$ cat src/source/pathOram_defs.svh
// Sizing for the Path ORAM DRAM stress tester
// Bucket layout is fixed at one header burst plus three data bursts
`ifndef PATH_ORAM_DEFS_SVH
`define PATH_ORAM_DEFS_SVH

// ------------------------------------------------------------
// Tree shape
// ------------------------------------------------------------
// Levels below the root so a path holds ORAM_L+1 buckets
`define ORAM_L        4
`define BKT_BURSTS    4
`define PATH_BURSTS   20

// ------------------------------------------------------------
// DRAM and crypto widths
// ------------------------------------------------------------
`define DDR_DWIDTH    64
`define DDR_AWIDTH    24
`define IV_WIDTH      32

// Read FIFO must hold one full path
`define RD_FIFO_DEPTH 32
`define WR_FIFO_DEPTH 8

// Odd multiplier for the keystream mix
`define KEY_MUL       64'h9E37_79B9_7F4A_7C15
// Leaf generator state
`define LFSR_SEED     32'h1D87_2B41
`define LFSR_TAPS     32'h8020_0003

`endif

$ cat src/source/dramPkg.sv
// DRAM side types
// Command addresses count bursts and not bytes
`default_nettype none
`include "pathOram_defs.svh"

package dramPkg;

	// One DRAM data burst
	typedef logic [`DDR_DWIDTH-1:0] burstT;

	// Command opcodes
	typedef enum logic {
		OpRead  = 1'b0,
		OpWrite = 1'b1
	} dramOpT;

	// Command beat
	// Held stable by the sender until accepted
	typedef struct packed {
		dramOpT                 op;
		logic [`DDR_AWIDTH-1:0] addr;
	} dramCmdT;

endpackage

`default_nettype wire

$ cat src/source/oramPkg.sv
// Tree side types
// Widths follow ORAM_L and IV_WIDTH from the sizing header
`default_nettype none
`include "pathOram_defs.svh"

package oramPkg;

	// ------------------------------------------------------------
	// Tree addressing
	// ------------------------------------------------------------

	// Leaf label with one bit per level below the root
	typedef logic [`ORAM_L-1:0] leafT;

	// Heap index of a bucket
	// Root is index zero
	typedef logic [`ORAM_L:0] bucketIdxT;

	// Burst slot inside a bucket
	// Slot zero is the header
	typedef logic [1:0] burstPosT;

	// ------------------------------------------------------------
	// Bucket header
	// ------------------------------------------------------------

	// IV sits in the low bits of the header burst
	typedef logic [`IV_WIDTH-1:0] ivT;

endpackage

`default_nettype wire

$ cat src/source/BurstKeystream.sv
// Stand-in cipher keystream with fixed latency of two cycles
// Accepts one request per cycle and has no back-pressure
`default_nettype none
`include "pathOram_defs.svh"

module BurstKeystream
	import oramPkg::*;
	import dramPkg::*;
(
	input  wire logic     Clock,
	input  wire logic     arstN,
	input  wire ivT       Iv,
	input  wire burstPosT Chunk,
	input  wire logic     InValid,
	output burstT         Key,
	output logic          KeyValid
);

	localparam int ChunkW = `DDR_DWIDTH - `IV_WIDTH;

	burstT product;
	logic  productValid;

	// Stage one multiplies the seed word, IV above the chunk index
	// Stage two folds high bits down with the xorshift
	always_ff @(posedge Clock) begin
		product <= {Iv, ChunkW'(Chunk)} * burstT'(`KEY_MUL);
		Key     <= product ^ (product >> 29);
	end

	// Valid bits travel with the data
	always_ff @(posedge Clock or negedge arstN) begin
		if (!arstN) begin
			productValid <= 1'b0;
			KeyValid     <= 1'b0;
		end else begin
			productValid <= InValid;
			KeyValid     <= productValid;
		end
	end

endmodule

`default_nettype wire

$ cat src/source/PathAddrGen.sv
// Issues one read path then the same write path per random leaf
// Waits for PathDone between paths and stops drawing leaves on Error
`default_nettype none
`include "pathOram_defs.svh"

module PathAddrGen
	import oramPkg::*;
	import dramPkg::*;
(
	input  wire logic Clock,
	input  wire logic arstN,
	input  wire logic PathDone,
	input  wire logic Error,
	output dramCmdT   Cmd,
	output logic      CmdValid,
	input  wire logic CmdReady
);

	localparam int LvlW  = $clog2(`ORAM_L + 1);
	localparam int AddrW = `DDR_AWIDTH;

	typedef enum logic [1:0] {StIdle, StRead, StWrite, StWaitDone} stateT;

	stateT           state;
	logic [31:0]     lfsr;
	logic [31:0]     lfsrNext;
	leafT            leaf;
	logic [LvlW-1:0] level;
	burstPosT        burstPos;
	bucketIdxT       levelBase;
	bucketIdxT       bucketIdx;
	logic [AddrW-1:0] burstAddr;
	logic            cmdFire;
	logic            lastBurst;
	logic            doneSeen;

	// ------------------------------------------------------------
	// Leaf source
	// ------------------------------------------------------------
	// Galois step, right shifting
	assign lfsrNext = lfsr[0] ? ((lfsr >> 1) ^ `LFSR_TAPS) : (lfsr >> 1);

	// ------------------------------------------------------------
	// Address rule
	// ------------------------------------------------------------
	// First heap index of this level
	assign levelBase = (bucketIdxT'(1) << level) - bucketIdxT'(1);
	// Leaf prefix picks the bucket within the level
	assign bucketIdx = levelBase + bucketIdxT'(leaf >> (LvlW'(`ORAM_L) - level));
	assign burstAddr = AddrW'(bucketIdx) * AddrW'(`BKT_BURSTS) + AddrW'(burstPos);

	always_comb begin
		Cmd.op   = (state == StWrite) ? OpWrite : OpRead;
		Cmd.addr = burstAddr;
	end

	assign CmdValid  = (state == StRead) || (state == StWrite);
	assign cmdFire   = CmdValid && CmdReady;
	assign lastBurst = (level == LvlW'(`ORAM_L)) &&
		(burstPos == burstPosT'(`BKT_BURSTS - 1));

	// ------------------------------------------------------------
	// Phase FSM and burst counters
	// ------------------------------------------------------------
	always_ff @(posedge Clock or negedge arstN) begin
		if (!arstN) begin
			state    <= StIdle;
			lfsr     <= `LFSR_SEED;
			leaf     <= '0;
			level    <= '0;
			burstPos <= '0;
			doneSeen <= 1'b0;
		end else begin
			// Consumer may finish before the last write command leaves
			if (PathDone) begin
				doneSeen <= 1'b1;
			end
			// Counters wrap to the root after the last burst
			if (cmdFire) begin
				burstPos <= burstPos + burstPosT'(1);
				if (burstPos == burstPosT'(`BKT_BURSTS - 1)) begin
					level <= lastBurst ? '0 : level + LvlW'(1);
				end
			end
			case (state)
				StIdle: begin
					if (!Error) begin
						lfsr  <= lfsrNext;
						leaf  <= leafT'(lfsrNext);
						state <= StRead;
					end
				end
				StRead: begin
					if (cmdFire && lastBurst) begin
						state <= StWrite;
					end
				end
				StWrite: begin
					if (cmdFire && lastBurst) begin
						state <= StWaitDone;
					end
				end
				default: begin
					if (PathDone || doneSeen) begin
						state    <= StIdle;
						doneSeen <= 1'b0;
					end
				end
			endcase
		end
	end

endmodule

`default_nettype wire

$ cat src/source/PathFifo.sv
// First-word fall-through FIFO with valid/ready on both sides
// Depth need not be a power of two
`default_nettype none

module PathFifo #(
	parameter type payloadT = logic,
	parameter int  Depth    = 4
) (
	input  wire logic    Clock,
	input  wire logic    arstN,
	input  wire payloadT InData,
	input  wire logic    InValid,
	output logic         InReady,
	output payloadT      OutData,
	output logic         OutValid,
	input  wire logic    OutReady
);

	localparam int PtrW = (Depth > 1) ? $clog2(Depth) : 1;
	localparam int CntW = $clog2(Depth + 1);

	payloadT         mem [Depth];
	logic [PtrW-1:0] rdPtr;
	logic [PtrW-1:0] wrPtr;
	logic [CntW-1:0] fill;
	logic            push;
	logic            pop;

	// Circular increment
	function automatic logic [PtrW-1:0] nextPtr(input logic [PtrW-1:0] ptr);
		return (ptr == PtrW'(Depth - 1)) ? '0 : ptr + PtrW'(1);
	endfunction

	assign InReady  = fill != CntW'(Depth);
	assign OutValid = fill != '0;
	// Head entry shows without a pop
	assign OutData  = mem[rdPtr];
	assign push     = InValid && InReady;
	assign pop      = OutValid && OutReady;

	always_ff @(posedge Clock) begin
		if (push) begin
			mem[wrPtr] <= InData;
		end
	end

	always_ff @(posedge Clock or negedge arstN) begin
		if (!arstN) begin
			rdPtr <= '0;
			wrPtr <= '0;
			fill  <= '0;
		end else begin
			if (push) begin
				wrPtr <= nextPtr(wrPtr);
			end
			if (pop) begin
				rdPtr <= nextPtr(rdPtr);
			end
			// Simultaneous push and pop leaves the fill unchanged
			if (push && !pop) begin
				fill <= fill + CntW'(1);
			end else if (pop && !push) begin
				fill <= fill - CntW'(1);
			end
		end
	end

endmodule

`default_nettype wire

$ cat src/source/PathOramStress.sv
// Path ORAM traffic stress tester top
// Memory must be preloaded with buckets encrypted under IV zero
`default_nettype none
`include "pathOram_defs.svh"

module PathOramStress
	import dramPkg::*;
(
	input  wire logic   Clock,
	input  wire logic   arstN,
	output dramCmdT     Cmd,
	output logic        CmdValid,
	input  wire logic   CmdReady,
	input  wire burstT  RdData,
	input  wire logic   RdValid,
	output burstT       WrData,
	output logic        WrValid,
	input  wire logic   WrReady,
	output logic        Error,
	output logic        DataMismatch,
	output logic [15:0] PathCount
);

	burstT rdFifoData;
	logic  rdFifoValid;
	logic  rdFifoReady;
	burstT wrFifoData;
	logic  wrFifoValid;
	logic  wrFifoReady;
	logic  pathDone;

	// ------------------------------------------------------------
	// Command producer
	// ------------------------------------------------------------
	PathAddrGen i_addrGen (
		.Clock    (Clock),
		.arstN    (arstN),
		.PathDone (pathDone),
		.Error    (Error),
		.Cmd      (Cmd),
		.CmdValid (CmdValid),
		.CmdReady (CmdReady)
	);

	// Holds a whole path so read data needs no ready
	PathFifo #(
		.payloadT (burstT),
		.Depth    (`RD_FIFO_DEPTH)
	) i_rdFifo (
		.Clock    (Clock),
		.arstN    (arstN),
		.InData   (RdData),
		.InValid  (RdValid),
		.InReady  (),
		.OutData  (rdFifoData),
		.OutValid (rdFifoValid),
		.OutReady (rdFifoReady)
	);

	// ------------------------------------------------------------
	// Data path
	// ------------------------------------------------------------
	PathReencrypter i_reencrypter (
		.Clock        (Clock),
		.arstN        (arstN),
		.RdBurst      (rdFifoData),
		.RdValid      (rdFifoValid),
		.RdReady      (rdFifoReady),
		.WrBurst      (wrFifoData),
		.WrValid      (wrFifoValid),
		.WrReady      (wrFifoReady),
		.PathDone     (pathDone),
		.Error        (Error),
		.DataMismatch (DataMismatch),
		.PathCount    (PathCount)
	);

	PathFifo #(
		.payloadT (burstT),
		.Depth    (`WR_FIFO_DEPTH)
	) i_wrFifo (
		.Clock    (Clock),
		.arstN    (arstN),
		.InData   (wrFifoData),
		.InValid  (wrFifoValid),
		.InReady  (wrFifoReady),
		.OutData  (WrData),
		.OutValid (WrValid),
		.OutReady (WrReady)
	);

endmodule

`default_nettype wire

$ cat src/source/PathReencrypter.sv
// Checks every read data burst decrypts to zero then rewrites the path
// Assumes one path in flight and reads arriving root first in burst order
`default_nettype none
`include "pathOram_defs.svh"

module PathReencrypter
	import oramPkg::*;
	import dramPkg::*;
(
	input  wire logic   Clock,
	input  wire logic   arstN,
	input  wire burstT  RdBurst,
	input  wire logic   RdValid,
	output logic        RdReady,
	output burstT       WrBurst,
	output logic        WrValid,
	input  wire logic   WrReady,
	output logic        PathDone,
	output logic        Error,
	output logic        DataMismatch,
	output logic [15:0] PathCount
);

	localparam int LvlW      = $clog2(`ORAM_L + 1);
	localparam int KeyQDepth = 4;
	localparam int KeyQW     = $clog2(KeyQDepth);
	localparam int KeyCntW   = $clog2(KeyQDepth + 1);

	typedef enum logic [1:0] {PhRead, PhDrain, PhWrite} phaseT;

	// Read burst that rides alongside its keystream
	typedef struct packed {
		burstT data;
		logic  last;
	} rdTagT;

	phaseT            phase;
	// Read side
	logic [LvlW-1:0]  rdLevel;
	burstPosT         rdPos;
	ivT               curIv;
	logic             rdFire;
	logic             rdLast;
	logic             checkValid;
	rdTagT            tagStage1;
	rdTagT            tagStage2;
	// Keystream port
	ivT               ksIv;
	burstPosT         ksChunk;
	logic             ksValid;
	burstT            key;
	logic             keyValid;
	// Write side
	ivT               wrIvBase;
	logic [LvlW-1:0]  reqLevel;
	logic [LvlW-1:0]  outLevel;
	burstPosT         reqChunk;
	burstPosT         outPos;
	logic             reqDone;
	logic             keyReq;
	burstT            keyQ [KeyQDepth];
	logic [KeyQW-1:0] keyHead;
	logic [KeyQW-1:0] keyTail;
	logic [KeyCntW-1:0] keyCnt;
	logic [KeyCntW-1:0] keyOut;
	logic             outHeader;
	logic             outLast;
	logic             wrFire;
	logic             keyPush;
	logic             keyPop;

	// ------------------------------------------------------------
	// Read side
	// ------------------------------------------------------------
	assign RdReady    = phase == PhRead;
	assign rdFire     = RdValid && RdReady;
	assign rdLast     = (rdLevel == LvlW'(`ORAM_L)) && (rdPos == burstPosT'(`BKT_BURSTS - 1));
	assign checkValid = keyValid && (phase != PhWrite);

	always_ff @(posedge Clock) begin
		if (rdFire && rdPos == '0) begin
			curIv <= RdBurst[`IV_WIDTH-1:0];
		end
		// Two stages to line up with the keystream latency
		tagStage1 <= '{data: RdBurst, last: rdLast};
		tagStage2 <= tagStage1;
	end

	// ------------------------------------------------------------
	// Shared keystream
	// ------------------------------------------------------------
	// Write requests run ahead of the output, bounded by queue space
	assign keyReq  = (phase == PhWrite) && !reqDone && (keyOut != KeyCntW'(KeyQDepth));
	assign ksValid = (rdFire && rdPos != '0) || keyReq;
	assign ksIv    = (phase == PhWrite) ? wrIvBase + ivT'(reqLevel) : curIv;
	assign ksChunk = (phase == PhWrite) ? reqChunk : rdPos;

	BurstKeystream i_keystream (
		.Clock    (Clock),
		.arstN    (arstN),
		.Iv       (ksIv),
		.Chunk    (ksChunk),
		.InValid  (ksValid),
		.Key      (key),
		.KeyValid (keyValid)
	);

	// ------------------------------------------------------------
	// Write side
	// ------------------------------------------------------------
	assign outHeader = outPos == '0;
	assign outLast   = (outLevel == LvlW'(`ORAM_L)) && (outPos == burstPosT'(`BKT_BURSTS - 1));
	assign WrValid   = (phase == PhWrite) && (outHeader || keyCnt != '0);
	// Header carries its fresh IV with zeros above
	assign WrBurst   = outHeader ? burstT'(wrIvBase + ivT'(outLevel)) : keyQ[keyHead];
	assign wrFire    = WrValid && WrReady;
	assign keyPush   = keyValid && (phase == PhWrite);
	assign keyPop    = wrFire && !outHeader;

	always_ff @(posedge Clock) begin
		if (keyPush) begin
			keyQ[keyTail] <= key;
		end
	end

	// ------------------------------------------------------------
	// Control
	// ------------------------------------------------------------
	always_ff @(posedge Clock or negedge arstN) begin
		if (!arstN) begin
			phase        <= PhRead;
			rdLevel      <= '0;
			rdPos        <= '0;
			wrIvBase     <= ivT'(1);
			reqLevel     <= '0;
			reqChunk     <= burstPosT'(1);
			reqDone      <= 1'b0;
			outLevel     <= '0;
			outPos       <= '0;
			keyHead      <= '0;
			keyTail      <= '0;
			keyCnt       <= '0;
			keyOut       <= '0;
			PathDone     <= 1'b0;
			PathCount    <= '0;
			DataMismatch <= 1'b0;
			Error        <= 1'b0;
		end else begin
			PathDone <= 1'b0;
			Error    <= Error | DataMismatch;
			// Any nonzero plaintext bit is sticky
			if (checkValid && (tagStage2.data ^ key) != '0) begin
				DataMismatch <= 1'b1;
			end
			if (rdFire) begin
				rdPos <= rdPos + burstPosT'(1);
				if (rdPos == burstPosT'(`BKT_BURSTS - 1)) begin
					rdLevel <= rdLast ? '0 : rdLevel + LvlW'(1);
				end
			end
			case (phase)
				PhRead: begin
					if (rdFire && rdLast) begin
						phase <= PhDrain;
					end
				end
				// Last data burst of the path is checked here
				PhDrain: begin
					if (checkValid && tagStage2.last) begin
						phase <= PhWrite;
					end
				end
				default: begin
					if (wrFire && outLast) begin
						phase <= PhRead;
					end
				end
			endcase
			// Request pointer skips header slots
			if (keyReq) begin
				if (reqChunk == burstPosT'(`BKT_BURSTS - 1)) begin
					reqChunk <= burstPosT'(1);
					if (reqLevel == LvlW'(`ORAM_L)) begin
						reqDone <= 1'b1;
					end else begin
						reqLevel <= reqLevel + LvlW'(1);
					end
				end else begin
					reqChunk <= reqChunk + burstPosT'(1);
				end
			end
			if (wrFire) begin
				outPos <= outPos + burstPosT'(1);
				if (outPos == burstPosT'(`BKT_BURSTS - 1)) begin
					outLevel <= outLast ? '0 : outLevel + LvlW'(1);
				end
				// Path end, IVs move on by one per bucket
				if (outLast) begin
					reqDone   <= 1'b0;
					reqLevel  <= '0;
					wrIvBase  <= wrIvBase + ivT'(`ORAM_L + 1);
					PathDone  <= 1'b1;
					PathCount <= PathCount + 16'd1;
				end
			end
			if (keyPush) begin
				keyTail <= keyTail + KeyQW'(1);
			end
			if (keyPop) begin
				keyHead <= keyHead + KeyQW'(1);
			end
			keyCnt <= keyCnt + KeyCntW'(keyPush) - KeyCntW'(keyPop);
			keyOut <= keyOut + KeyCntW'(keyReq) - KeyCntW'(keyPop);
		end
	end

endmodule

`default_nettype wire

$ cat config.mk
export PLATFORM = sky130hd
export DESIGN_NAME = PathOramStress
export DESIGN_NICKNAME = d
export VERILOG_FILES = /design/src/source/dramPkg.sv /design/src/source/oramPkg.sv /design/src/source/BurstKeystream.sv /design/src/source/PathAddrGen.sv /design/src/source/PathFifo.sv /design/src/source/PathOramStress.sv /design/src/source/PathReencrypter.sv
export VERILOG_INCLUDE_DIRS = /design/src /design/src/source
export SDC_FILE = /design/constraint.sdc
export NUM_CORES = 2
export LEC_CHECK = 0
export BUFFER_PORTS_ARGS = -buffer_cell sky130_fd_sc_hd__clkbuf_2
export CAP_MARGIN = 20
export CORE_MARGIN = 8
export CORE_UTILIZATION = 23
export CTS_CLUSTER_SIZE = 30
export DETAILED_ROUTE_END_ITERATION = 10
export HOLD_SLACK_MARGIN = 0.02
export PLACE_DENSITY = 0.46
export SLEW_MARGIN = 20
export SYNTH_ARGS = -nofsm -noshare
export SYNTH_HDL_FRONTEND = slang
export SYNTH_SLANG_ARGS = --single-unit
$ cat constraint.sdc
create_clock -name Clock -period 11.5 [get_ports Clock]
set_input_delay 2.3 -clock Clock [delete_from_list [all_inputs] [get_ports Clock]]
set_output_delay 2.3 -clock Clock [all_outputs]
set_load 0.02 [all_outputs]
==> impl_metrics.tcl <==
set metrics [dict create \
    hpwl_mm 222 \
    die_w_um 769 \
    dpl.cell_count 13900 \
    drive_gt1_frac 0.269 \
    use_met2 0.200 \
    synthTopCellsByCount "edfxtp_1, mux4_2, ha_1" \
    cp-start-kind "flip-flop" \
    drt-pass1-iter-count 6 \
    cp-end-kind "flip-flop" \
    antenna_found_initial 69 \
    path_class "reg -> reg" \
    synth_cell_type_count 69 \
    cts.sink_count 3211 \
    worstHoldPathType "reg -> reg" \
    cts_resized 0 \
    finalHoldViolCount 0 \
    synthesis.area_sq_um 131000 \
    design_area_sq_um 152000 \
    slowest_delay_ns 0.67 \
    regArea_sq_um 93400 \
    fin_setup_tns_ns 0 \
    clock_latency_ns 0.93 \
    routedWlPerCell_um 25.9 \
    met3_usage 0.0189 \
    fin_nets 7306 \
    timing.critical_path.mode_cell "fa_1" \
    grtUsageTotal 0.123 \
    path_clk_slew_ns 0.06 \
    drc 0 \
    gr-usage-met1 0.176 \
    cts_buffer_depth 4 \
    h-tree-depth 5 \
    num_vias 62800 \
    status "completed" \
    yosys_warnings 0 \
    grt_start_max_net_pins 124 \
    period_needed_ns 9.94 \
    drt-total-wl_mm 376 \
    synth_edf_count 2832 \
    syn_inst 6349 \
    yosys-top-cells-area "edfxtp_1, mux4_2, dfxtp_1, ha_1, fa_1" \
    cts_tree "done" \
    final_core_utilization 0.269 \
    cap_viol_max_count 0 \
    die_h_um 769 \
    postRouteAntennaNets 0 \
    slew_violations 0 \
    synthArstFlopShare 0.0461 \
    core_sq_um 565000 \
    port_buffers 160 \
    place.gp.congestion 0.822 \
    synth.top_cell.area_share 0.652 \
    avgSynthCellArea_sq_um 20.6 \
    cts_buffers 335 \
    grt_pass1_vias 65800 \
    fin_cells 14500 \
    placed_area_sq_um 141000 \
    start_util 0.231 \
    multi_input_area_sq_um 35200 \
    ios 178 \
    synth_top_cell_by_area "edfxtp_1" \
    synthToLayoutAreaGrowth_pct 16.6 \
    skew_ns 0.0870 \
    post-cts-setup-buffers 0 \
    cp_data_required_time_ns 12.27 \
    nFillCells 56400 \
    relSlewSlack 0.221 \
    cts_root_buf "clkbuf_16" \
    gr-total-overflow 0 \
    dieArea_sq_um 592000 \
    hold_buffers 0 \
    worst_pin_slew_ns 1.16 \
    ys.flop_type "edfxtp_1" \
    cp_slowest_cell "a21oi_1" \
    grt_pass1_wl_mm 526 \
    max_freq_ghz 0.101 \
    period_share 0.865 \
    ys_seq_area_frac 0.716 \
    busiest_layer "met2" \
    initialDrtViolationCount 5144 \
    crit_fanout 10 \
    std_cell_rows 276 \
    via_per_inst 4.32 \
    worstPathArrival_ns 10.72 \
    setup_viol 0 \
    post-synth-top-count-cell "edfxtp_1" \
    rsz0062_at_grt "false" \
    synth.ff_latch_count 3211 \
]
-- cell type report --
class	instances	share of cell area
Sequential cell	3211	0.614
Multi-Input combinational cell	2567	0.231
Tap cell	7506	0.0617
Clock buffer	432	0.0596
Timing Repair Buffer	312	0.0137
Clock inverter	179	0.0123
Inverter	307	0.00757
Antenna cell	10	0.000164
-- registers in the layout, indices dropped and copies added, names as in the netlist, 6 cells and up --
| register | count |
|---|---|
| i_addrGen.lfsr | 30 |
| i_rdFifo.fill | 6 |
| i_rdFifo.mem | 2048 |
| i_reencrypter.PathCount | 16 |
| i_reencrypter.curIv | 32 |
| i_reencrypter.i_keystream.Key | 60 |
| i_reencrypter.i_keystream.product | 41 |
| i_reencrypter.keyQ | 240 |
| i_reencrypter.tagStage1 | 65 |
| i_reencrypter.tagStage2 | 65 |
| i_reencrypter.wrIvBase | 32 |
| i_wrFifo.mem | 512 |
-- cell usage in the layout (no fill, tap or decap), drive strengths merged, types with 92 or more instances in the layout --
cell type	Yosys	layout
buf	100	152
clkbuf	180	592
clkinv	2	124
dfrtp	132	132
dfxtp	231	231
edfxtp	2832	2832
fa	190	190
ha	313	313
inv	305	320
mux2	169	169
mux4	828	828
nand2	167	167
nor2	137	137
o21ai	99	99
xnor2	189	189
xor2	92	92
-- metrics by stage --
stage | hold WS [ns] | setup WS (ns)
final | 0.297 | 1.56
after floorplan | 0.310 | 1.86
after global routing | 0.302 | 1.04
after CTS | 0.291 | 1.46
after detailed placement | 0.312 | 1.46
after global placement | 0.311 | 1.48
-- metal layers --
layer	vias up	share of wire
met1	34600	0.46
met4	28	0.021
met3	525	0.050
met2	1617	0.47
li1	26000	-
met5	-	0.00050
-- path summary, 6_finish.rpt --
path	start	endpoint	slack [ns]	depth (start not counted)
worst max-delay path	i_reencrypter.reqLevel[1]	i_reencrypter.i_keystream.product[63]	1.56	33
worst min register to register	i_reencrypter.tagStage1[14]	i_reencrypter.tagStage2[14]	0.30	0
worst max register to register	i_reencrypter.reqLevel[1]	i_reencrypter.i_keystream.product[63]	1.56	33
max in group asynchronous	arstN	i_rdFifo.rdPtr[4]	8.33	2
worst min-delay path	i_reencrypter.tagStage1[14]	i_reencrypter.tagStage2[14]	0.30	0
min in group asynchronous	arstN	i_reencrypter.PathCount[14]	1.56	1
-- cells by family (layout without fill, tap and decap cells) --
logic type               Yosys count  count (layout)  synth area share
AO/OA/AOI/OAI                    226             226            0.0106
XOR/XNOR                         284             284            0.0194
adder cells (fa/ha/maj)          503             503            0.0592
buffers and inverters            587            1230            0.0176
flip-flops                      3211            3211             0.716
multiplexers                    1001            1001             0.158
other                              1              27         0.0000287
AND/OR/NAND/NOR                  536             536            0.0198
-- worst max-delay path, delay by kind of cell (launching register included) --
kind,cells,cell delay [ns]
adders and majority gates,12,4.67
AOI/OAI and AO/OA,9,3.19
buffers and inverters,6,0.63
DFF,1,0.42
and+or+nand+nor,3,0.31
xor gates and xnor gates,3,0.65
Power is left out: the tool's default activity adds up to more than one toggle a clock period on the data nets, which glitch-free logic cannot reach.
